File: src/common/soc_pkg.sv
// Shared bus types, address map and register offsets for the SoC
// Slaves are chosen by address bits 31:28; unmapped regions decode to NONE
// Register offsets are compared against address bits 3:0 only
`default_nettype none

package soc_pkg;

  ////////////////////////////////////////////////////////////
  // Bus payloads
  ////////////////////////////////////////////////////////////

  // Master to slave, held stable while cyc is high
  typedef struct packed {
    logic        cyc;
    logic        we;
    logic [3:0]  strb;
    logic [31:0] addr;
    logic [31:0] wdata;
  } bus_req_t;

  // Slave to master, rdata qualified by ack
  typedef struct packed {
    logic        ack;
    logic [31:0] rdata;
  } bus_rsp_t;

  ////////////////////////////////////////////////////////////
  // Address map
  ////////////////////////////////////////////////////////////

  typedef enum logic [1:0] {
    MEM  = 2'd0,
    DMA  = 2'd1,
    KEY  = 2'd2,
    NONE = 2'd3
  } slave_sel_e;

  // DMA register block
  localparam logic [3:0] DMA_SRC_OFS  = 4'h0;
  localparam logic [3:0] DMA_DST_OFS  = 4'h4;
  localparam logic [3:0] DMA_LEN_OFS  = 4'h8;
  localparam logic [3:0] DMA_CTRL_OFS = 4'hC;

  // Keyboard port
  localparam logic [3:0] KEY_DATA_OFS = 4'h0;
  localparam logic [3:0] KEY_STAT_OFS = 4'h4;

  // Region decode from the top nibble
  function automatic slave_sel_e decode_sel(input logic [31:0] addr);
    case (addr[31:28])
      4'h0:    return MEM;
      4'h1:    return DMA;
      4'h2:    return KEY;
      default: return NONE;
    endcase
  endfunction

endpackage

`default_nettype wire

File: src/rtl/bus_interconnect.sv
// Two-master, three-slave shared bus with a registered grant
// Round-robin on contention, CPU first after reset
// Grant is held until the owner sees ack; masters must drop cyc after it
// Unmapped addresses are acked here with zero data
`timescale 1ns/1ps
`default_nettype none

module bus_interconnect (
  input  logic              clk,
  input  logic              reset_i,
  input  soc_pkg::bus_req_t cpu_req_i,
  input  soc_pkg::bus_req_t dma_req_i,
  input  soc_pkg::bus_rsp_t mem_rsp_i,
  input  soc_pkg::bus_rsp_t dreg_rsp_i,
  input  soc_pkg::bus_rsp_t key_rsp_i,
  output soc_pkg::bus_rsp_t cpu_rsp_o,
  output soc_pkg::bus_rsp_t dma_rsp_o,
  output soc_pkg::bus_req_t mem_req_o,
  output soc_pkg::bus_req_t dreg_req_o,
  output soc_pkg::bus_req_t key_req_o
);
  import soc_pkg::*;

  logic       gnt_cpu_q;
  logic       gnt_dma_q;
  // Set when the DMA wins the next tie
  logic       rr_dma_q;
  logic       none_ack_q;
  logic       bus_idle;
  bus_req_t   own_req;
  bus_rsp_t   own_rsp;
  slave_sel_e sel;

  assign bus_idle = ~gnt_cpu_q & ~gnt_dma_q;

  ////////////////////////////////////////////////////////////
  // Request path
  ////////////////////////////////////////////////////////////

  // Owner's request, all zero with no grant
  always_comb begin
    if (gnt_cpu_q) begin
      own_req = cpu_req_i;
    end else if (gnt_dma_q) begin
      own_req = dma_req_i;
    end else begin
      own_req = '0;
    end
  end

  assign sel = decode_sel(own_req.addr);

  // Only the addressed slave sees the request
  always_comb begin
    mem_req_o  = '0;
    dreg_req_o = '0;
    key_req_o  = '0;
    case (sel)
      MEM:     mem_req_o  = own_req;
      DMA:     dreg_req_o = own_req;
      KEY:     key_req_o  = own_req;
      default: ;
    endcase
  end

  ////////////////////////////////////////////////////////////
  // Response path
  ////////////////////////////////////////////////////////////

  always_comb begin
    case (sel)
      MEM:     own_rsp = mem_rsp_i;
      DMA:     own_rsp = dreg_rsp_i;
      KEY:     own_rsp = key_rsp_i;
      default: own_rsp = '{ack: none_ack_q, rdata: 32'h0};
    endcase
  end

  // Non-owner sees ack low
  assign cpu_rsp_o = gnt_cpu_q ? own_rsp : '0;
  assign dma_rsp_o = gnt_dma_q ? own_rsp : '0;

  ////////////////////////////////////////////////////////////
  // Grant and default slave
  ////////////////////////////////////////////////////////////

  always_ff @(posedge clk) begin
    if (reset_i) begin
      gnt_cpu_q  <= 1'b0;
      gnt_dma_q  <= 1'b0;
      rr_dma_q   <= 1'b0;
      none_ack_q <= 1'b0;
    end else begin
      // Default slave, one ack per access
      none_ack_q <= own_req.cyc & (sel == NONE) & ~none_ack_q;
      if (bus_idle) begin
        // CPU wins unless both request and it is the DMA's turn
        if (cpu_req_i.cyc && (!dma_req_i.cyc || !rr_dma_q)) begin
          gnt_cpu_q <= 1'b1;
          rr_dma_q  <= 1'b1;
        end else if (dma_req_i.cyc) begin
          gnt_dma_q <= 1'b1;
          rr_dma_q  <= 1'b0;
        end
      end else if (own_rsp.ack) begin
        // Release with the ack, bus idle next cycle
        gnt_cpu_q <= 1'b0;
        gnt_dma_q <= 1'b0;
      end
    end
  end

endmodule

`default_nettype wire

File: config.mk
export PLATFORM = sky130hd
export DESIGN_NAME = bus_interconnect
export DESIGN_NICKNAME = d
export VERILOG_FILES = /design/src/common/soc_pkg.sv /design/src/rtl/bus_interconnect.sv
export SDC_FILE = /design/constraint.sdc
export NUM_CORES = 1
export LEC_CHECK = 0
export BUFFER_PORTS_ARGS = -buffer_cell sky130_fd_sc_hd__buf_2
export CAP_MARGIN = 10
export CORE_AREA = 2 2 203 205
export CTS_BUF_LIST = sky130_fd_sc_hd__clkbuf_2 sky130_fd_sc_hd__clkbuf_4 sky130_fd_sc_hd__clkbuf_8
export CTS_CLUSTER_DIAMETER = 200
export DETAILED_ROUTE_END_ITERATION = 10
export DIE_AREA = 0 0 205 207
export GPL_ROUTABILITY_DRIVEN = 1
export GPL_TIMING_DRIVEN = 1
export PLACE_DENSITY = 0.42
export SLEW_MARGIN = 20
export SYNTH_ARGS = -nofsm -noshare
export SYNTH_HDL_FRONTEND = slang
export SYNTH_SLANG_ARGS = --single-unit
File: constraint.sdc
create_clock -name clk -period 6.4 [get_ports clk]
set_clock_uncertainty 0.2 [all_clocks]
set_input_delay 0.96 -clock clk [delete_from_list [all_inputs] [get_ports clk]]
set_output_delay 0.96 -clock clk [all_outputs]
set_load 0.1 [all_outputs]
* Yosys cells after proc, flatten, opt, wreduce, memory -nomap -nowiden
Cells that the tools add are included.
** Operators by class
- Add/subtract/negate cells :: 0
- Multipliers :: 0
- Div/mod/pow operators :: 0
- $lt $le $gt $ge :: 0
- Equal/unequal tests :: 8
- Shift operators :: 0
- Muxes and demuxes :: 17
- Bitwise gates (word level) :: 6
- Reductions and logical operators :: 11
** Operator list (count)
- 70-bit 2-to-1 mux :: 5
- 33-bit case mux with 3 select lines :: 1
- 33-bit 2-to-1 mux :: 2
- 1-bit 2-to-1 mux :: 8
- 2-bit case mux with 3 select lines :: 1
- 2-bit equality test (second input constant) :: 2
- 4-bit by 1-bit equality test with 1-bit output (second input constant) :: 1
- 4-bit by 2-bit equality test with 1-bit output (second input constant) :: 1
- 4-bit logical NOT :: 1
- 2-bit != test (second input constant) :: 2
- 2-bit AND reduction :: 2
- 2-bit nonzero test :: 2
- 1-bit AND :: 3
- 1-bit inverter :: 3
- 3-bit AND reduction :: 1
- 2-bit by 1-bit equality test with 1-bit output (second input constant) :: 1
- 1-bit logical NOT :: 2
- 2-bit logical NOT :: 1
- 2-bit by 1-bit != test with 1-bit output (second input constant) :: 1
- 1-bit logical AND :: 1
- 1-bit logical OR :: 1
** Word-level totals
- Bits in registers :: 4
- Bits in latches :: 0
- Memory bits (writable) :: 0
- Memory bits (read-only) :: 0
- Input port bits :: 241
- Output and inout bits :: 276
- Word-level logic and storage cells :: 46
- Memories :: 0

* Depth between registers and ports, before layout
- Word-level depth :: 8
- Depth in mapped cells :: 9
- Depth with buffers taken out :: 6

* Worst setup path before layout
Ideal clock, no wire load.
- Kind :: input to output
- Start :: input dma_req_i[62] (netlist name)
- End :: output cpu_rsp_o[23] (netlist name)
- Arrival :: 3.697 ns
- Data required time :: 5.240 ns
- Path slack :: 1.543 ns
- Stages on the path :: 8
- Buffers on the path :: 2
- Cell sequence :: o21ai_0 > o21ai_1 > nand2b_1 > buf_2 > inv_1 > buf_2 > a22oi_1 > nor2b_1
** RTL lines
- start, declared :: line bus_interconnect.sv:12 : input soc_pkg::bus_req_t dma_req_i,
- end, declared :: line bus_interconnect.sv:16 : output soc_pkg::bus_rsp_t cpu_rsp_o,

==> impl_metrics.toml <==
[run_status]
status = "finished clean"

[sta]
max_freq_mhz = 209.7
finalSetupTns_ns = 0
whs_ns = 0.2215
hold_viol = 0
slew_viol_final = 0
setup_viol = 0
slew_headroom_pct = 41.79
post-route-period-util_pct = 74.50
rsz0062_at_grt = "false"
tightestPinTransition_ns = 0.8731
fin_crit_ns = 4.768

[cells_and_area]
areaGrowthSynthToFinish_pct = 102.4
drive_gt1_share_pct = 60.87
post-route-util_pct = 14.95
multi_input_area_um2 = 2610
nets = 1208
fillers = 4716
diodes = 0
regArea_um2 = 83.83

[global_route]
grt_pass1_vias = 5144
antenna_found_initial = 2
gr-total-overflow = 0
grtUsageTotal_pct = 9.313
grt_max_degree = 77
grt_pass1_wl_mm = 30.03

[clock_tree]
holdBufCountCts = 0
max-clock-path-buffers = 2
clkLatencyLatePin_ns = 0.22
tritoncts = "done"
numCtsBuffers = 3
cts_setup_buffers = 0
root_buffer = "clkbuf_8"
h-tree-depth = 1
ctsResizeCount = 0
clk_pin_slew_ns = 0.04
cts.sink_count = 4

[synthesis]
synth_edf_count = 0
seq_area_frac_synth_pct = 2.686
synth.distinct_cells = 34
synth_common_cells = "nor2_1 (172), a22oi_1 (98), nor2b_1 (65)"
syn_inst = 503
synthTopCellsByArea = "a22oi_1 (25%), nor2_1 (22%), nor2b_1 (14%)"
yosysWarnings = 0
synth_seq_cells = 4
yosys.area.top_type = "a22oi_1"
netlist_area_um2 = 2982
synth_top_cell_area_share_pct = 24.67
synth_flop_cell = "dfxtp_1"
syn_area_per_cell_um2 = 5.928
yosysMostFrequentCell = "nor2_1"
synth-async-reset-ratio_pct = 0

[placement]
place_congestion = 0.7771
io_buffers = 506
dp_hpwl_mm = 18.36

[worst_setup_path]
cp_slowest_cell = "dfxtp_4"
max_stage_delay_ns = 0.84
worst-path-buf-inv = 3
crit_family = "buffers and inverters"
crit_fanout = 76
crit_required_ns = 5.24
crit_chain = "buf_4, a21oi_4, or3_4, buf_4, nor2_2, buf_2"
path_class = "reg2out"
worst_setup_path_end_kind = "output pin"
crit_top_cell = "buf_4"
start_kind = "flip-flop"
critical_path_arrival_ns = 3.61

[floorplan]
initial_utilization_pct = 7.386
core_um2 = 40370
rows = 74
pin_count = 517
die_y_um = 207
dieArea_um2 = 42440
die_x_um = 205

[routing]
dr_total_vias = 5549
ant_nets = 0
routedWlPerCell_um = 14.89
wl_mm = 22.31
viasPerCell = 3.704
dr.pass1.iters = 5
drtIter0Drc = 353
drc_errors = 0

[power_and_ir_drop]
power_leakage_nw = 3.348
power.total_w = 0.001778
vdd_ir_drop_max_mv = 0.2120
p_per_area_nw_per_um2 = 294.6

[job]
cap_violations = 0

[worst_hold_path]
min_path_type = "reg2reg"
==> cell type report <==
class	count	share of cell area (%)
Timing Repair Buffer	515	43.28
Sequential cell	4	1.389
Clock buffer	4	0.8085
Tap cell	532	11.03
Multi-Input combinational cell	439	43.24
Inverter	4	0.2488
==> path summary, 6_finish.rpt <==
kind / from / to / slack, ns / cells past startpoint
worst min register to register: none_ack_q$_SDFF_PP0_ / none_ack_q$_SDFF_PP0_ / 0.22 / 1
worst max register to register: gnt_cpu_q$_SDFFE_PP0P_ / gnt_dma_q$_SDFFE_PP0P_ / 3.38 / 6
worst min-delay path: none_ack_q$_SDFF_PP0_ / none_ack_q$_SDFF_PP0_ / 0.22 / 1
worst max-delay path: gnt_cpu_q$_SDFFE_PP0P_ / key_req_o[48] / 1.63 / 6
==> registers in the layout, indices dropped and copies added (netlist names) <==
register / flops
none_ack_q: 1
rr_dma_q: 1
gnt_cpu_q: 1
gnt_dma_q: 1
==> stage by stage <==
stage                     std cells  area (µm²)  setup slack (ns)
final                          1498        6036             1.632
after global routing           1498        6036             1.411
after CTS                      1498        6036             1.627
after detailed placement       1494        5987             1.691
after global placement         1494        5987             1.702
after floorplan                 512        3015             1.543
==> placed cells by master, fill, tap and decap left out, drive strengths merged <==
master  count
and3b       1
nand3b      2
and2        2
nor2b      65
inv         4
or2         1
a22oi      98
a21oi       1
nand2b      1
o32ai       1
dfxtp       4
o221ai      1
mux2i       1
nor2      201
clkbuf      4
nor3        1
nor3b       1
mux2       32
a211oi      1
o22ai       3
buf       515
or3         1
o21ai       7
nand3       2
nand2       5
conb       10
nor4        1
==> per-layer routing <==
metal / vias to the layer above / track usage, % / part of all wire [%]
met3: 34 / 1.967 / 9.5
met5: - / 0 / 0.12
met4: 4 / 2.580 / 2.7
met1: 2482 / 9.833 / 37
met2: 398 / 18.22 / 51
li1: 2631 / - / -
==> kinds of logic (layout without fill, tap and decap cells) <==
kind of cell / Yosys count / in the layout / share of synthesized area (%)
buf+inv: 69 / 523 / 12.09
flops: 4 / 4 / 2.686
mux: 33 / 33 / 12.42
simple gates: 284 / 284 / 44.82
compound gates: 112 / 112 / 27.86
other cells: 1 / 10 / 0.1258
==> where the power goes <==
| part | internal, W | total [W] | switching [W] |
|---|---|---|---|
| Clock | 0.0000468 | 0.0000604 | 0.0000136 |
| Combinational | 0.000285 | 0.00166 | 0.00138 |
| Sequential | 0.0000288 | 0.0000539 | 0.0000251 |
| Total | 0.000360 | 0.00178 | 0.00142 |
Note: power is estimated with default switching activity, not from simulation.
