**src/common/soc_pkg.sv**
```systemverilog
// Shared bus types, address map and register offsets for the SoC
// Slaves are chosen by address bits 31:28; unmapped regions decode to NONE
// Register offsets are compared against address bits 3:0 only
`default_nettype none

package soc_pkg;

  ////////////////////////////////////////////////////////////
  // Bus payloads
  ////////////////////////////////////////////////////////////

  // Master to slave, held stable while cyc is high
  typedef struct packed {
    logic        cyc;
    logic        we;
    logic [3:0]  strb;
    logic [31:0] addr;
    logic [31:0] wdata;
  } bus_req_t;

  // Slave to master, rdata qualified by ack
  typedef struct packed {
    logic        ack;
    logic [31:0] rdata;
  } bus_rsp_t;

  ////////////////////////////////////////////////////////////
  // Address map
  ////////////////////////////////////////////////////////////

  typedef enum logic [1:0] {
    MEM  = 2'd0,
    DMA  = 2'd1,
    KEY  = 2'd2,
    NONE = 2'd3
  } slave_sel_e;

  // DMA register block
  localparam logic [3:0] DMA_SRC_OFS  = 4'h0;
  localparam logic [3:0] DMA_DST_OFS  = 4'h4;
  localparam logic [3:0] DMA_LEN_OFS  = 4'h8;
  localparam logic [3:0] DMA_CTRL_OFS = 4'hC;

  // Keyboard port
  localparam logic [3:0] KEY_DATA_OFS = 4'h0;
  localparam logic [3:0] KEY_STAT_OFS = 4'h4;

  // Region decode from the top nibble
  function automatic slave_sel_e decode_sel(input logic [31:0] addr);
    case (addr[31:28])
      4'h0:    return MEM;
      4'h1:    return DMA;
      4'h2:    return KEY;
      default: return NONE;
    endcase
  endfunction

endpackage

`default_nettype wire

```
**src/rtl/keyboard.sv**
```systemverilog
// Keyboard receive port, scan codes queued in a circular FIFO
// KEY_DEPTH is a power of two, at least 2, at most 128
// A strobe while full drops the code even if a pop happens that cycle
// Writes are acked and ignored
`timescale 1ns/1ps
`default_nettype none

module keyboard #(
  parameter int KEY_DEPTH = 8
) (
  input  logic              clk,
  input  logic              reset_i,
  input  soc_pkg::bus_req_t req_i,
  input  logic              key_valid_i,
  input  logic [7:0]        key_code_i,
  output soc_pkg::bus_rsp_t rsp_o
);
  import soc_pkg::*;

  localparam int PW = $clog2(KEY_DEPTH);

  logic [7:0]  fifo_q [KEY_DEPTH];
  logic [PW-1:0] wr_ptr_q;
  logic [PW-1:0] rd_ptr_q;
  logic [PW:0] count_q;
  logic        ovf_q;
  logic        ack_q;
  logic [31:0] rdata_q;
  logic        access;
  logic        rd_data;
  logic        rd_stat;
  logic        empty;
  logic        full;
  logic        push;
  logic        pop;
  logic        drop;

  ////////////////////////////////////////////////////////////
  // Decode
  ////////////////////////////////////////////////////////////

  assign access  = req_i.cyc & ~ack_q;
  assign rd_data = access & ~req_i.we & (req_i.addr[3:0] == KEY_DATA_OFS);
  assign rd_stat = access & ~req_i.we & (req_i.addr[3:0] == KEY_STAT_OFS);

  assign empty = (count_q == '0);
  assign full  = (count_q == (PW+1)'(KEY_DEPTH));
  // Data read pops only a non-empty FIFO
  assign pop   = rd_data & ~empty;
  assign push  = key_valid_i & ~full;
  assign drop  = key_valid_i & full;

  ////////////////////////////////////////////////////////////
  // FIFO control
  ////////////////////////////////////////////////////////////

  always_ff @(posedge clk) begin
    if (reset_i) begin
      wr_ptr_q <= '0;
      rd_ptr_q <= '0;
      count_q  <= '0;
      ovf_q    <= 1'b0;
      ack_q    <= 1'b0;
    end else begin
      ack_q <= access;
      // Pointers wrap naturally
      if (push) begin
        wr_ptr_q <= wr_ptr_q + 1'b1;
      end
      if (pop) begin
        rd_ptr_q <= rd_ptr_q + 1'b1;
      end
      case ({push, pop})
        2'b10:   count_q <= count_q + 1'b1;
        2'b01:   count_q <= count_q - 1'b1;
        default: ;
      endcase
      // Status read clears, a new drop wins
      if (rd_stat) begin
        ovf_q <= 1'b0;
      end
      if (drop) begin
        ovf_q <= 1'b1;
      end
    end
  end

  // Storage
  always_ff @(posedge clk) begin
    if (push) begin
      fifo_q[wr_ptr_q] <= key_code_i;
    end
  end

  // Read data, bit 8 marks a valid code
  always_ff @(posedge clk) begin
    if (rd_data) begin
      rdata_q <= empty ? '0 : {23'b0, 1'b1, fifo_q[rd_ptr_q]};
    end else if (rd_stat) begin
      rdata_q <= {23'b0, ovf_q, 8'(count_q)};
    end else begin
      rdata_q <= '0;
    end
  end

  assign rsp_o = '{ack: ack_q, rdata: rdata_q};

endmodule

`default_nettype wire

```
**config.mk**
```make
export PLATFORM = sky130hd
export DESIGN_NAME = keyboard
export DESIGN_NICKNAME = d
export VERILOG_FILES = /design/src/common/soc_pkg.sv /design/src/rtl/keyboard.sv
export SDC_FILE = /design/constraint.sdc
export NUM_CORES = 1
export LEC_CHECK = 0
export ABC_AREA = 1
export BUFFER_PORTS_ARGS = -buffer_cell sky130_fd_sc_hd__buf_2
export CAP_MARGIN = 25
export CORE_ASPECT_RATIO = 2
export CORE_MARGIN = 2
export CORE_UTILIZATION = 53
export DETAILED_ROUTE_END_ITERATION = 8
export MAX_ROUTING_LAYER = met4
export PLACE_DENSITY = 0.79
export SYNTH_ARGS = -nofsm -noshare
export SYNTH_HDL_FRONTEND = slang
export SYNTH_SLANG_ARGS = --single-unit
```
**constraint.sdc**
```tcl
create_clock -name clk -period 5 [get_ports clk]
set_input_delay 0.5 -clock clk [delete_from_list [all_inputs] [get_ports clk]]
set_output_delay 0.5 -clock clk [all_outputs]
set_load 0.03 [all_outputs]
```
---- Yosys cells after proc, flatten, opt, wreduce, memory -nomap -nowiden ----
Memory sizes are Yosys's and may differ from the RTL's. A register that Yosys moved wholly into a read port is not among the register bits.
Index checks and enable logic that the tools add are counted.
word-level totals
  bits in registers ....................... 44
  RAM bits ................................ 64
  input port bits ......................... 81
  output and inout port bits .............. 33
  memories ................................ 1
cells by class
  $add $sub $neg .......................... 4
  equality and inequality tests ........... 4
  mux-type cells .......................... 10
  bitwise operators ....................... 11
  reduce and logical (&&, ||, !) cells .... 4
memories
  name    depth  bits a word  rd ports  clocked after Yosys merged registers in  write ports  line            text
  fifo_q  8      8            1         1                                        1            keyboard.sv:22  logic [7:0] fifo_q [KEY_DEPTH];
operator list
  operator             number
  $mux 9               3
  $logic_not 4->1      2
  $pmux 4 s2           1
  $and 1x1->1          7
  $add 3x1->3 const B  2
  $mux 3               2
  $add 4x1->4 const B  1
  $eq 4x3->1 const B   1
  $eq 4x4->1 const B   1
  $mux 1               4
  $not 1->1            4
  $reduce_bool 2->1    2
  $sub 4x1->4 const B  1
  $eq 2x1->1 const B   1
  $eq 2x2->1 const B   1

---- Logic depth before layout (Yosys ltp) ----
  word-level depth ........................ 7
  gate-level depth with buffers ........... 16
  gate-level depth less buffers ........... 15

---- Worst setup path before layout ----
No wires, ideal clock.
  path kind ............................... input to register
  start point ............................. input port req_i[33] in the netlist's numbering
  end point ............................... register count_q[1]
  library setup time ...................... 0.122 ns
  arrival ................................. 1.880 ns
  data required time ...................... 4.878 ns
  setup slack ............................. 2.998 ns
  stages on the path ...................... 11
  buffers on the path ..................... 1
  cell sequence ........................... nor2_2 > nand2_1 > nor2_4 > nand2_4 > inv_4 > buf_8 > ha_1 > xor2_1 > ha_1 > o21ai_0 > a21oi_1
on the way
  longest elaborated chain between the ends .. 5
  elaborated cells on any way between the ends .. 7
  classes of those cells .................. eq/ne (2); mux (1); bitwise (2); reduce/logical (2)
ends and longest elaborated chain
  what                                                    line            text
  start: declaration                                      keyboard.sv:13  input soc_pkg::bus_req_t req_i,
  $logic_not 4->1 *                                       keyboard.sv:43  assign rd_data = access & ~req_i.we & (req_i.addr[3:0] == KEY_DATA_OFS);
  $and 1x1->1 *                                           keyboard.sv:43
  $and 1x1->1 *                                           keyboard.sv:49  assign pop = rd_data & ~empty;
  via pop                                                 keyboard.sv:35  logic pop;
  $eq 2x1->1 / $eq 2x2->1 (equally long branches)         keyboard.sv:73  case ({push, pop})
  $pmux 4 s2 / $reduce_bool 2->1 (equally long branches)  --
  end signal: assignment                                  keyboard.sv:74  2'b10: count_q <= count_q + 1'b1;
  end signal: assignment                                  keyboard.sv:75  2'b01: count_q <= count_q - 1'b1;
  end: declaration                                        keyboard.sv:25  logic [PW:0] count_q;
Mark *: on every way through the listed nets, which the timed path passes. The rest lies on a longest branch.
A chain may end at the register's enable or synchronous reset.

---- Worst setup path in the final report ----
  start point ............................. register ack_q
  end point ............................... register count_q[2]
on the way
  longest elaborated chain between the ends .. 7
  elaborated cells on any way between the ends .. 9
  classes of those cells .................. eq/ne (2); mux (1); bitwise (5); reduce/logical (1)
ends and longest elaborated chain
  what                                                    line            text
  start: declaration                                      keyboard.sv:27  logic ack_q;
  start signal: assignment                                keyboard.sv:65  ack_q <= access;
  $not 1->1 *                                             keyboard.sv:42  assign access = req_i.cyc & ~ack_q;
  $and 1x1->1 *                                           keyboard.sv:42
  $and 1x1->1 * (2 in series)                             keyboard.sv:43
  $and 1x1->1 *                                           keyboard.sv:49
  $eq 2x1->1 / $eq 2x2->1 (equally long branches)         keyboard.sv:73
  $pmux 4 s2 / $reduce_bool 2->1 (equally long branches)  --
Mark *: on every way between the ends. The rest lies on a longest branch, timed or not.

==> metrics.md <==
| Metric | Value |
|---|---|
| Outcome | `finished clean` |
| Synth area leader | `edfxtp_1` |
| Die width | `62.9 um` |
| Worst path bufs/invs | `3` |
| TNS Setup | `0 ps` |
| Drt first pass iters | `4` |
| Power Dens Cells | `370 nW/um2` |
| Clock sinks | `88` |
| Nets | `440` |
| CP top delay family | `simple AND/OR/NAND/NOR gates` |
| Worst slew margin | `40.4%` |
| DR DRC count | `0` |
| Post-Synth Adder-Cell Area | `1.36%` |
| Commonest non-fill, non-tap cell in the layout | `edfxtp_1` |
| PostCTS Resize Cnt | `0` |
| Clk buf depth | `2` |
| GR Overflow Total | `0` |
| Number of port buffers | `26` |
| I/O pin count | `114` |
| Setup Fix Bufs, Post-CTS | `0` |
| Max stage delay on crit path | `320 ps` |
| Predominant post-synthesis flop cell | `edfxtp_1` |
| Share of the synthesized area in the top cell type | `52.3%` |
| Max VDD drop | `0.287 mV` |
| Hold_buf cts | `0` |
| Routed WL per cell | `15.1 um` |
| Starting density of the core | `53.8%` |
| Post-synth ARST share | `0%` |
| DRT antenna net count | `0` |
| Worst slew pin tran | `890 ps` |
| WL final | `6.79 mm` |
| Antenna fix cells | `0` |
| Clock Skews | `6.26 ps` |
| Most frequent cells in the layout | `64 x edfxtp_1, 58 x nor2_1, 42 x o21ai_0` |
| Hold path startpoint | `req_i[69]` |
| Detailed placement HPWL | `4.30 mm` |
| Clock latency on the worst-skew pair | `330 ps` |
| Synth Register Bits | `88` |
| Post-Syn Area | `3680 um2` |
| Worst reg-to-reg path cell count | `13` |
| Vias in the first global route | `2369` |
| Largest family of logic cells by synthesized area | `simple AND/OR/NAND/NOR gates` |
| Cells after Synth | `329` |
| 1st-iter DRT viols | `208` |
| Register area share after synthesis | `65.3%` |
| Total count of max-transition violations in the final report | `0` |
| Synthesized-area fraction occupied by and/or/nand/nor cells | `12.5%` |
| R2R Setup Slk | `2830 ps` |
| Routability Congestion | `0.845` |
| DIE AREA | `7660 um2` |
| Lkg Pwr | `1.54 nW` |
| Yosys cell types | `30` |
| CTS tree | `built` |
| Hold depth | `3` |
| R2R Path End | `count_q[2]` |
| Layout cells sized above 1 | `16.1%` |
| MaxCap Viol Count | `0` |
| Area delta synth->final | `9.97%` |
| CP Data Required Time | `5220 ps` |
| Post-synthesis xor/xnor area fraction | `0.476%` |
| Final Setup Violations | `0` |
| Startpoint Class | `flop` |
| Crit-path cells | `nor2_2 > nand2_2 > nor2_4 > nand2_4 > inv_4 > ha_1 > xor2_1 > ha_1 > inv_1 > nand3_1 > nand3_1 > nand2_1 > inv_1` |
| Arr. time, crit path | `2390 ps` |
| Synth warn | `0` |
| CP Class | `reg -> reg` |
| CP Max Fanout | `14` |
| Vias after detailed routing | `2403` |
| First-pass GRT wire length | `11.3 mm` |
| CP max-delay cell | `dfxtp_1` |
| Hold crit path type | `in -> reg` |
| Post-synth EDFFs | `64` |
| H-Tree Depth | `3` |
| Largest net degree at the start of global routing | `34` |
| R2r startpoint | `ack_q` |
| TritonCTS Buffers | `9` |
| FP Rows | `43` |
| Complex-gate fraction of the synthesized area | `11.2%` |
| Minimum clock period | `2170 ps` |
| Drt via density | `5.34` |
| Final hold slack | `404 ps` |
| Syn Area/Cell | `11.2 um2` |
| Total GRT Usage | `20.4%` |
| Core box area | `6830 um2` |
| Ranking of synthesized cells by area | `edfxtp_1 52%, dfxtp_1 13%, nor2_1 5.9%` |
| Unrepaired setup endpoints after global routing | `no` |
| Hold Path Sink | `ack_q` |
| Post-synthesis mux area share | `0%` |
| Initial antenna violation count | `0` |
| CTS clk-pin slew, worst paths | `50 ps` |
| Fin crit share | `43.3%` |
| Setup crit end kind | `flop` |
| Highest clock rate | `462 MHz` |
| Die height | `122 um` |
| Clock Root Buffer | `clkbuf_16` |
| Final hold viol count | `0` |
[layout make-up]
cell class                 instances  area, um2
timing repair buffer              27        138
tap                               90        113
fill                             559       2790
inverter                          24       92.6
sequential                        88       2400
multi-input combinational        205       1030
clock inverter                     3       18.8
clock buffer                      13        254
[per-layer routing]
| layer | GRT usage (%) | vias up | part of all wire [%] |
|---|---|---|---|
| li1 | - | 1155 | - |
| met5 | - | - | 0 |
| met3 | 4.25 | 18 | 6.8 |
| met2 | 32.9 | 101 | 52 |
| met1 | 23.6 | 1129 | 37 |
| met4 | 11.3 | 0 | 3.5 |
[flip-flops by register name, indices dropped and copies added (netlist names), named ones only]
register / flops
fifo_q: 64
wr_ptr_q: 3
ovf_q: 1
rdata_q: 9
rd_ptr_q: 3
ack_q: 1
count_q: 4
[synth_stat cells (5+ instances only)]
| cell | n |
|---|---|
| nor2_1 | 58 |
| edfxtp_1 | 64 |
| buf_2 | 8 |
| inv_1 | 20 |
| buf_4 | 24 |
| nand3_1 | 10 |
| o221ai_1 | 6 |
| o21ai_1 | 5 |
| nand2_1 | 17 |
| o21ai_0 | 42 |
| dfxtp_1 | 24 |
| a21oi_1 | 9 |
| o22ai_1 | 6 |
[worst min-delay path: stages]
cell and delay, ps:
buf_2 100, inv_2 50, nor3_1 40
[report_power, final]
group          leakage [nW]  switching (mW)  internal, mW  total, mW
Clock                 0.134           0.246         0.355      0.601
Combinational         0.633          0.0687        0.0193     0.0880
Sequential            0.776         0.00845         0.800      0.809
Total                  1.54           0.323          1.17       1.50
[cell families after synthesis]
group | after synthesis
buf+inv | 58
simple gates | 102
compound gates | 74
other cells | 1
xor+xnor | 2
flops | 88
fa+ha+maj | 4
[worst max path at each step]
stage / start / endpoint / cells past startpoint / slack, ps
finish: ack_q / count_q[2] / 13 / 2830
global route: ack_q / count_q[2] / 14 / 2690
CTS: ack_q / count_q[2] / 13 / 2850
detailed placement: req_i[33] / count_q[2] / 14 / 2630
global placement: req_i[33] / count_q[1] / 11 / 2770
floorplan: req_i[33] / count_q[1] / 11 / 3000
[per-stage QoR]
step / util [%] / power (mW) / instance area, um2 / setup WS, ps / std cells
finish: 59.2 / 1.50 / 4040 / 2830 / 450
global route: 59.2 / 1.55 / 4040 / 2690 / 450
CTS: 59.2 / 1.50 / 4040 / 2850 / 450
detailed placement: 55.2 / 0.910 / 3770 / 2630 / 434
global placement: 55.2 / 0.905 / 3770 / 2770 / 434
floorplan: - / 0.898 / 3760 / 3000 / 351
Note: power is estimated with default switching activity, not from simulation.
