===== config.mk =====
export PLATFORM = sky130hd
export DESIGN_NAME = dma_engine
export DESIGN_NICKNAME = d
export VERILOG_FILES = /design/src/common/soc_pkg.sv /design/src/dma/dma_engine.sv
export SDC_FILE = /design/constraint.sdc
export NUM_CORES = 1
export LEC_CHECK = 0
export ABC_AREA = 1
export BUFFER_PORTS_ARGS = -buffer_cell sky130_fd_sc_hd__buf_2
export CAP_MARGIN = 20
export CORE_MARGIN = 2
export CORE_UTILIZATION = 62
export CTS_CLUSTER_DIAMETER = 60
export DETAILED_ROUTE_END_ITERATION = 6
export PLACE_DENSITY = 0.84
export SYNTH_ARGS = -nofsm -noshare
export SYNTH_HDL_FRONTEND = slang
export SYNTH_SLANG_ARGS = --single-unit

===== constraint.sdc =====
create_clock -name clk -period 7.19 [get_ports clk]
set_clock_uncertainty 0.15 [all_clocks]
set_input_delay 1.438 -clock clk [delete_from_list [all_inputs] [get_ports clk]]
set_output_delay 1.438 -clock clk [all_outputs]
set_load 0.02 [all_outputs]

===== src/common/soc_pkg.sv =====
// Shared bus types, address map and register offsets for the SoC
// Slaves are chosen by address bits 31:28; unmapped regions decode to NONE
// Register offsets are compared against address bits 3:0 only
`default_nettype none

package soc_pkg;

  ////////////////////////////////////////////////////////////
  // Bus payloads
  ////////////////////////////////////////////////////////////

  // Master to slave, held stable while cyc is high
  typedef struct packed {
    logic        cyc;
    logic        we;
    logic [3:0]  strb;
    logic [31:0] addr;
    logic [31:0] wdata;
  } bus_req_t;

  // Slave to master, rdata qualified by ack
  typedef struct packed {
    logic        ack;
    logic [31:0] rdata;
  } bus_rsp_t;

  ////////////////////////////////////////////////////////////
  // Address map
  ////////////////////////////////////////////////////////////

  typedef enum logic [1:0] {
    MEM  = 2'd0,
    DMA  = 2'd1,
    KEY  = 2'd2,
    NONE = 2'd3
  } slave_sel_e;

  // DMA register block
  localparam logic [3:0] DMA_SRC_OFS  = 4'h0;
  localparam logic [3:0] DMA_DST_OFS  = 4'h4;
  localparam logic [3:0] DMA_LEN_OFS  = 4'h8;
  localparam logic [3:0] DMA_CTRL_OFS = 4'hC;

  // Keyboard port
  localparam logic [3:0] KEY_DATA_OFS = 4'h0;
  localparam logic [3:0] KEY_STAT_OFS = 4'h4;

  // Region decode from the top nibble
  function automatic slave_sel_e decode_sel(input logic [31:0] addr);
    case (addr[31:28])
      4'h0:    return MEM;
      4'h1:    return DMA;
      4'h2:    return KEY;
      default: return NONE;
    endcase
  endfunction

endpackage

`default_nettype wire


===== src/dma/dma_engine.sv =====
// Memory to memory DMA, one word read then one word write per step
// Register writes take the whole word; strobes are not applied
// A start clears done and irq; LEN of zero completes in the start cycle
// SRC, DST and LEN writes while busy are acked and dropped
`timescale 1ns/1ps
`default_nettype none

module dma_engine (
  input  logic              clk,
  input  logic              reset_i,
  input  soc_pkg::bus_req_t s_req_i,
  input  soc_pkg::bus_rsp_t m_rsp_i,
  input  logic              irq_clear_i,
  output soc_pkg::bus_rsp_t s_rsp_o,
  output soc_pkg::bus_req_t m_req_o,
  output logic              irq_o
);
  import soc_pkg::*;

  typedef enum logic [1:0] {
    IDLE,
    RD_REQ,
    WR_REQ,
    GAP
  } state_e;

  state_e      state_q;
  logic [31:0] src_q;
  logic [31:0] dst_q;
  logic [31:0] len_q;
  logic [31:0] cur_src_q;
  logic [31:0] cur_dst_q;
  logic [31:0] remain_q;
  logic [31:0] hold_q;
  // Next request after GAP is the write
  logic        wr_next_q;
  logic        done_q;
  logic        irq_q;
  logic        s_ack_q;
  logic [31:0] s_rdata_q;
  logic        s_acc;
  logic        s_wr;
  logic        s_rd;
  logic        busy;
  logic        start;
  logic        complete;

  ////////////////////////////////////////////////////////////
  // Register slave
  ////////////////////////////////////////////////////////////

  assign busy  = (state_q != IDLE);
  assign s_acc = s_req_i.cyc & ~s_ack_q;
  assign s_wr  = s_acc & s_req_i.we;
  assign s_rd  = s_acc & ~s_req_i.we;

  // Go bit only honoured while idle
  assign start = s_wr & ~busy & (s_req_i.addr[3:0] == DMA_CTRL_OFS) & s_req_i.wdata[0];

  // Last write acked, or empty copy
  assign complete = (start && len_q == '0) ||
                    (state_q == WR_REQ && m_rsp_i.ack && remain_q == 32'd1);

  always_ff @(posedge clk) begin
    if (reset_i) begin
      s_ack_q <= 1'b0;
      src_q   <= '0;
      dst_q   <= '0;
      len_q   <= '0;
    end else begin
      s_ack_q <= s_acc;
      if (s_wr && !busy) begin
        case (s_req_i.addr[3:0])
          DMA_SRC_OFS: src_q <= s_req_i.wdata;
          DMA_DST_OFS: dst_q <= s_req_i.wdata;
          DMA_LEN_OFS: len_q <= s_req_i.wdata;
          default:     ;
        endcase
      end
    end
  end

  // Readback, CTRL holds busy and done
  always_ff @(posedge clk) begin
    if (s_rd) begin
      case (s_req_i.addr[3:0])
        DMA_SRC_OFS:  s_rdata_q <= src_q;
        DMA_DST_OFS:  s_rdata_q <= dst_q;
        DMA_LEN_OFS:  s_rdata_q <= len_q;
        DMA_CTRL_OFS: s_rdata_q <= {30'b0, done_q, busy};
        default:      s_rdata_q <= '0;
      endcase
    end
  end

  assign s_rsp_o = '{ack: s_ack_q, rdata: s_rdata_q};

  ////////////////////////////////////////////////////////////
  // Copy sequencer
  ////////////////////////////////////////////////////////////

  always_ff @(posedge clk) begin
    if (reset_i) begin
      state_q   <= IDLE;
      cur_src_q <= '0;
      cur_dst_q <= '0;
      remain_q  <= '0;
      wr_next_q <= 1'b0;
    end else begin
      case (state_q)
        IDLE: begin
          if (start && len_q != '0) begin
            cur_src_q <= src_q;
            cur_dst_q <= dst_q;
            remain_q  <= len_q;
            wr_next_q <= 1'b0;
            state_q   <= RD_REQ;
          end
        end
        RD_REQ: begin
          if (m_rsp_i.ack) begin
            wr_next_q <= 1'b1;
            state_q   <= GAP;
          end
        end
        WR_REQ: begin
          if (m_rsp_i.ack) begin
            wr_next_q <= 1'b0;
            cur_src_q <= cur_src_q + 32'd4;
            cur_dst_q <= cur_dst_q + 32'd4;
            remain_q  <= remain_q - 32'd1;
            state_q   <= (remain_q == 32'd1) ? IDLE : GAP;
          end
        end
        // cyc low for one cycle between requests
        GAP:     state_q <= wr_next_q ? WR_REQ : RD_REQ;
        default: state_q <= IDLE;
      endcase
    end
  end

  // Word in flight
  always_ff @(posedge clk) begin
    if (state_q == RD_REQ && m_rsp_i.ack) begin
      hold_q <= m_rsp_i.rdata;
    end
  end

  // Master request straight from state
  always_comb begin
    m_req_o.cyc   = (state_q == RD_REQ) || (state_q == WR_REQ);
    m_req_o.we    = (state_q == WR_REQ);
    m_req_o.strb  = 4'hF;
    m_req_o.addr  = (state_q == WR_REQ) ? cur_dst_q : cur_src_q;
    m_req_o.wdata = hold_q;
  end

  ////////////////////////////////////////////////////////////
  // Done flag and interrupt
  ////////////////////////////////////////////////////////////

  always_ff @(posedge clk) begin
    if (reset_i) begin
      done_q <= 1'b0;
      irq_q  <= 1'b0;
    end else begin
      if (start || irq_clear_i) begin
        done_q <= 1'b0;
        irq_q  <= 1'b0;
      end
      // Completion beats a clear in the same cycle
      if (complete) begin
        done_q <= 1'b1;
        irq_q  <= 1'b1;
      end
    end
  end

  assign irq_o = irq_q;

endmodule

`default_nettype wire


Word-level counts from Yosys, hierarchy flattened
Cells that the tools add are included.

operators by class
  add/sub/neg operators = 3
  multipliers = 0
  div/mod/pow operators = 0
  order comparisons = 0
  equal/unequal tests = 10
  shifts and indexed selects = 0
  muxes and demuxes = 23
  bitwise logic cells = 9
  reduce and logical (&&, ||, !) cells = 24

operators with widths
  cell                                                                     count
  32-bit two-way mux                                                       7
  32-bit one-hot mux with 2 select lines                                   3
  32-bit one-hot mux with 4 select lines                                   1
  32-bit by 3-bit adder with 32-bit output (second input constant)         2
  32-bit by 1-bit equality test with 1-bit output (second input constant)  1
  32-bit logical NOT                                                       1
  32-bit nonzero test                                                      1
  32-bit by 1-bit subtractor with 32-bit output (second input constant)    1
  2-bit two-way mux                                                        5
  4-bit equality test (second input constant)                              2
  2-bit one-hot mux with 4 select lines                                    1
  1-bit AND                                                                6
  1-bit logical AND                                                        6
  2-bit != test (second input constant)                                    3
  2-bit AND reduction                                                      3
  3-bit AND reduction                                                      2
  2-bit nonzero test                                                       3
  1-bit two-way mux                                                        5
  2-bit equality test (second input constant)                              2
  4-bit by 3-bit equality test with 1-bit output (second input constant)   1
  4-bit logical NOT                                                        1
  4-bit AND reduction                                                      1
  1-bit logical OR                                                         3
  1-bit NOT                                                                3
  5 further kinds                                                          5

word-level totals
  flip-flop bits (word level) = 261
  bits in latches = 0
  RAM bits = 0
  ROM bits = 0
  input bits = 106
  output and inout port bits = 104
  memories kept = 0

Depth between registers and ports, before layout
  word-level depth = 9
  mapped depth = 12
  gate-level depth less buffers = 12

Least setup slack after synthesis
OpenSTA, ideal clock, no wires.

  path type = flip-flop to output port
  from = reg state_q[0]
  to = out m_req_o[34] in the netlist's numbering
  data arrival time = 2.084 ns
  path slack = 3.518 ns
  stages on the path, launching flop included = 9
  cell sequence = dfxtp_1 inv_1 ha_1 buf_2 clkbuf_1 clkbuf_1 clkbuf_1 nor2_1 nor2_1

RTL lines
  item                    RTL line           RTL
  start, declared         dma_engine.sv:27   state_e state_q;
  start signal, assigned  dma_engine.sv:132  state_q <= (remain_q == 32'd1) ? IDLE : GAP;
  start signal, assigned  dma_engine.sv:136  GAP: state_q <= wr_next_q ? WR_REQ : RD_REQ;
  end, declared           dma_engine.sv:15   output soc_pkg::bus_req_t m_req_o,

==> run_results.csv <==
group,metric,value,unit
run_status,outcome,"complete, no violations",
power_and_ir_drop,p_int,2.623,mW
grt,gr-usage-all-layers,36.99,%
critical_path,worstSetupEndpointType,"primary output",
clock_network,ctsResizeCount,0,
layout,antenna_cells,0,
min_path,hold_class,"reg -> reg",
yosys,ys_types,43,
placed_design,portBuffers,173,
sta,max_slew_margin,27.03,%
critical_path,start_kind,"flop",
yosys,synth_area_per_cell,6.747,um2
sta,tightest_slew,1.095,ns
sta,fin_setup_tns,0,ns
floorplanning,die_h,152.6,um
yosys,yosysWarnings,0,
clock_network,post-cts-setup-buffers,0,
floorplanning,core-area,21760,um2
power_and_ir_drop,p_clk_share,44.0,%
grt,grt_max_degree,170,
layout,drive_above_1_share,12.17,%
floorplanning,pin_count,210,
power_and_ir_drop,seqPwrFrac,44.9,%
yosys,syn_inst,2030,
yosys,yosysTopAreaCell,"dfxtp_1",
critical_path,startpoint,"state_q[0]",
yosys,synth.area.top_cells,"dfxtp_1 29%, nand2_1 15%, edfxtp_1 14%",
floorplanning,die_area,23290,um2
layout,area.growth.synth_to_final,14.02,%
yosys,synth-adder-area-share,0.9136,%
critical_path,path_max_fanout,88,
route,first_pass_iters,5,
clock_network,cts-root-buf,"clkbuf_16",
power_and_ir_drop,swShare,25.73,%
route,ant_nets,0,
clock_network,numCtsBuffers,28,
yosys,synth.top_cell.area_share,28.80,%
critical_path,rr_endpoint,"remain_q[31]",
layout,final_common_cell,"nand2_1",
yosys,ys_seq_area_share,42.83,%
clock_network,clk_pin_slew_worst_paths,0.06,ns
sta,rsz0062_at_grt,"no",
sta,finalCritPeriodShare,60.22,%
grt,grt_overflow,0,
sta,drv_slew,0,
grt,grt_pass1_wl,69440,um
route,finalWirelength,44050,um
yosys,synthFlopType,"dfxtp_1",
sta,fin_crit,4.330,ns
sta,fmax,230.9,MHz
route,vias,14180,
placed_design,gp_congestion,0.9598,
critical_path,reg2reg_setup_slack,3.21,ns
route,drtIter0Drc,1697,
power_and_ir_drop,p_leak,7.031,nW
yosys,synth-xor-area-share,0.7035,%
power_and_ir_drop,comb_power_share,11.1,%
clock_network,insertion_delay,0.55,ns
power_and_ir_drop,vdd_drop_max,0.2232,mV
placed_design,dp_slack,2.643,ns
power_and_ir_drop,p_sw,908.8,uW
sta,final_hold_viol_count,0,
layout,fin_nets,2263,
placed_design,hpwl,30890,um
clock_network,cts.sinks,261,
yosys,synth_compound_area_share,13.07,%
floorplanning,fp.dieW,152.6,um
grt,grt_pass1_vias,13000,
yosys,synth_mux_area_share,0.1462,%
clock_network,h-tree-depth,1,
grt,antenna_found_initial,1,
yosys,synth_top_family_by_area,"simple AND/OR/NAND/NOR gates",
critical_path,endpoint,"m_req_o[44]",
critical_path,required,5.60,ns
yosys,syn_area,13700,um2
route,wl_per_cell,17.99,um
layout,mostFrequentLayoutCells,"535 x nand2_1, 369 x nor2_1, 197 x dfxtp_1",
clock_network,clockBufferDepth,3,
critical_path,arrival,2.74,ns
route,drcViolationCount,0,
critical_path,critical_path_class,"reg -> out",
sta,finalSetupViolCount,0,
clock_network,cts_tree,"built",
critical_path,rr_worst_depth,9,
yosys,synthArstFlopShare,0,%
critical_path,regToRegStartpoint,"state_q[0]",
yosys,synth-simple-area-share,33.84,%
clock_network,hold_buffers,0,
yosys,synth-edff-count,64,
sta,fin_ws,2.860,ns
job,drv_cap,0,
floorplanning,rows,54,
power_and_ir_drop,power_density,226.2,nW/um2
floorplanning,start_util,62.95,%
route,vias_per_cell,5.791,
yosys,ys_ff_latch,261,
-- worst min-delay path by stage --
stage | from | endpoint | depth (start not counted)
global placement | cur_src_q[5] | cur_src_q[5] | 2
floorplan | dst_q[7] | dst_q[7] | 2
detailed placement | dst_q[8] | dst_q[8] | 2
global route | cur_src_q[5] | cur_src_q[5] | 2
CTS | dst_q[8] | dst_q[8] | 2
finish | src_q[12] | src_q[12] | 2
-- cells by family after synthesis --
logic type,count (synthesis)
xor gates and xnor gates,11
adders and majority gates,10
DFF,261
buffers and inverters,284
and+or+nand+nor,1134
AOI/OAI and AO/OA,327
other,1
muxes,2
-- per-layer routing --
metal  GRT usage (%)  share of wire (%)  vias up  wire, um
met1           48.80                 40     6512     17610
met2           59.17                 45      735     19770
met5               0                  0        -         0
met3           7.139                 11      124      4643
li1                -                  -     6812         -
met4           16.80                4.6        0      2029
-- final cells by class --
class / instances / area [um2]
Clock buffer: 41 / 800.8
Fill cell: 1870 / 6140
Timing Repair Buffer: 189 / 1017
Sequential cell: 261 / 5866
Inverter: 179 / 676.9
Tap cell: 280 / 350.3
Clock inverter: 11 / 191.4
Multi-Input combinational cell: 1488 / 6714
-- synth_stat cells (3+ instances only) --
cell type	instances
nand2_1	537
nor2_1	370
dfxtp_1	197
o21ai_0	174
inv_1	172
nand3_1	155
a21oi_1	99
clkbuf_1	69
edfxtp_1	64
nand4_1	25
nor3_1	23
o211ai_1	19
buf_4	16
o221ai_1	16
buf_2	14
nor2_2	11
ha_1	10
xor2_1	9
inv_2	5
a211oi_1	3
buf_1	3
o21bai_1	3
o22ai_1	3
o31ai_1	3
or2_2	3
-- through the flow --
step                hold WS [ns]  util [%]  instances  cell area, um2  power, mW
floorplan                 0.2942         -       2033           13710      1.871
global route              0.3687     71.78       2449           15620      3.643
finish                    0.3389     71.78       2449           15620      3.532
CTS                       0.3355     71.53       2446           15560      3.530
detailed placement        0.3269     66.97       2394           14570      1.997
global placement          0.3179     66.97       2394           14570      1.989
-- power groups by stage --
stage               logic, mW  clock network [mW]  registers [mW]
global route            0.434                1.62            1.59
floorplan               0.230                   0            1.64
CTS                     0.383                1.56            1.59
detailed placement      0.380                   0            1.62
global placement        0.373                   0            1.62
finish                  0.393                1.55            1.58
-- registers in the layout, indices dropped and copies added (netlist names), 2 cells and up --
name and count:
cur_dst_q 32, cur_src_q 32, dst_q 32, hold_q 32, len_q 32, remain_q 32, s_rdata_q 32, src_q 32
state_q 2
-- critical path, cell delays in order, from the launching register on --
cell and delay (ns):
dfxtp_1 0.36, inv_1 0.19, ha_4 0.23, buf_4 0.66, nand2_1 0.20, o21ai_0 0.24, buf_2 0.26
Power figures use the tool's default switching activity.
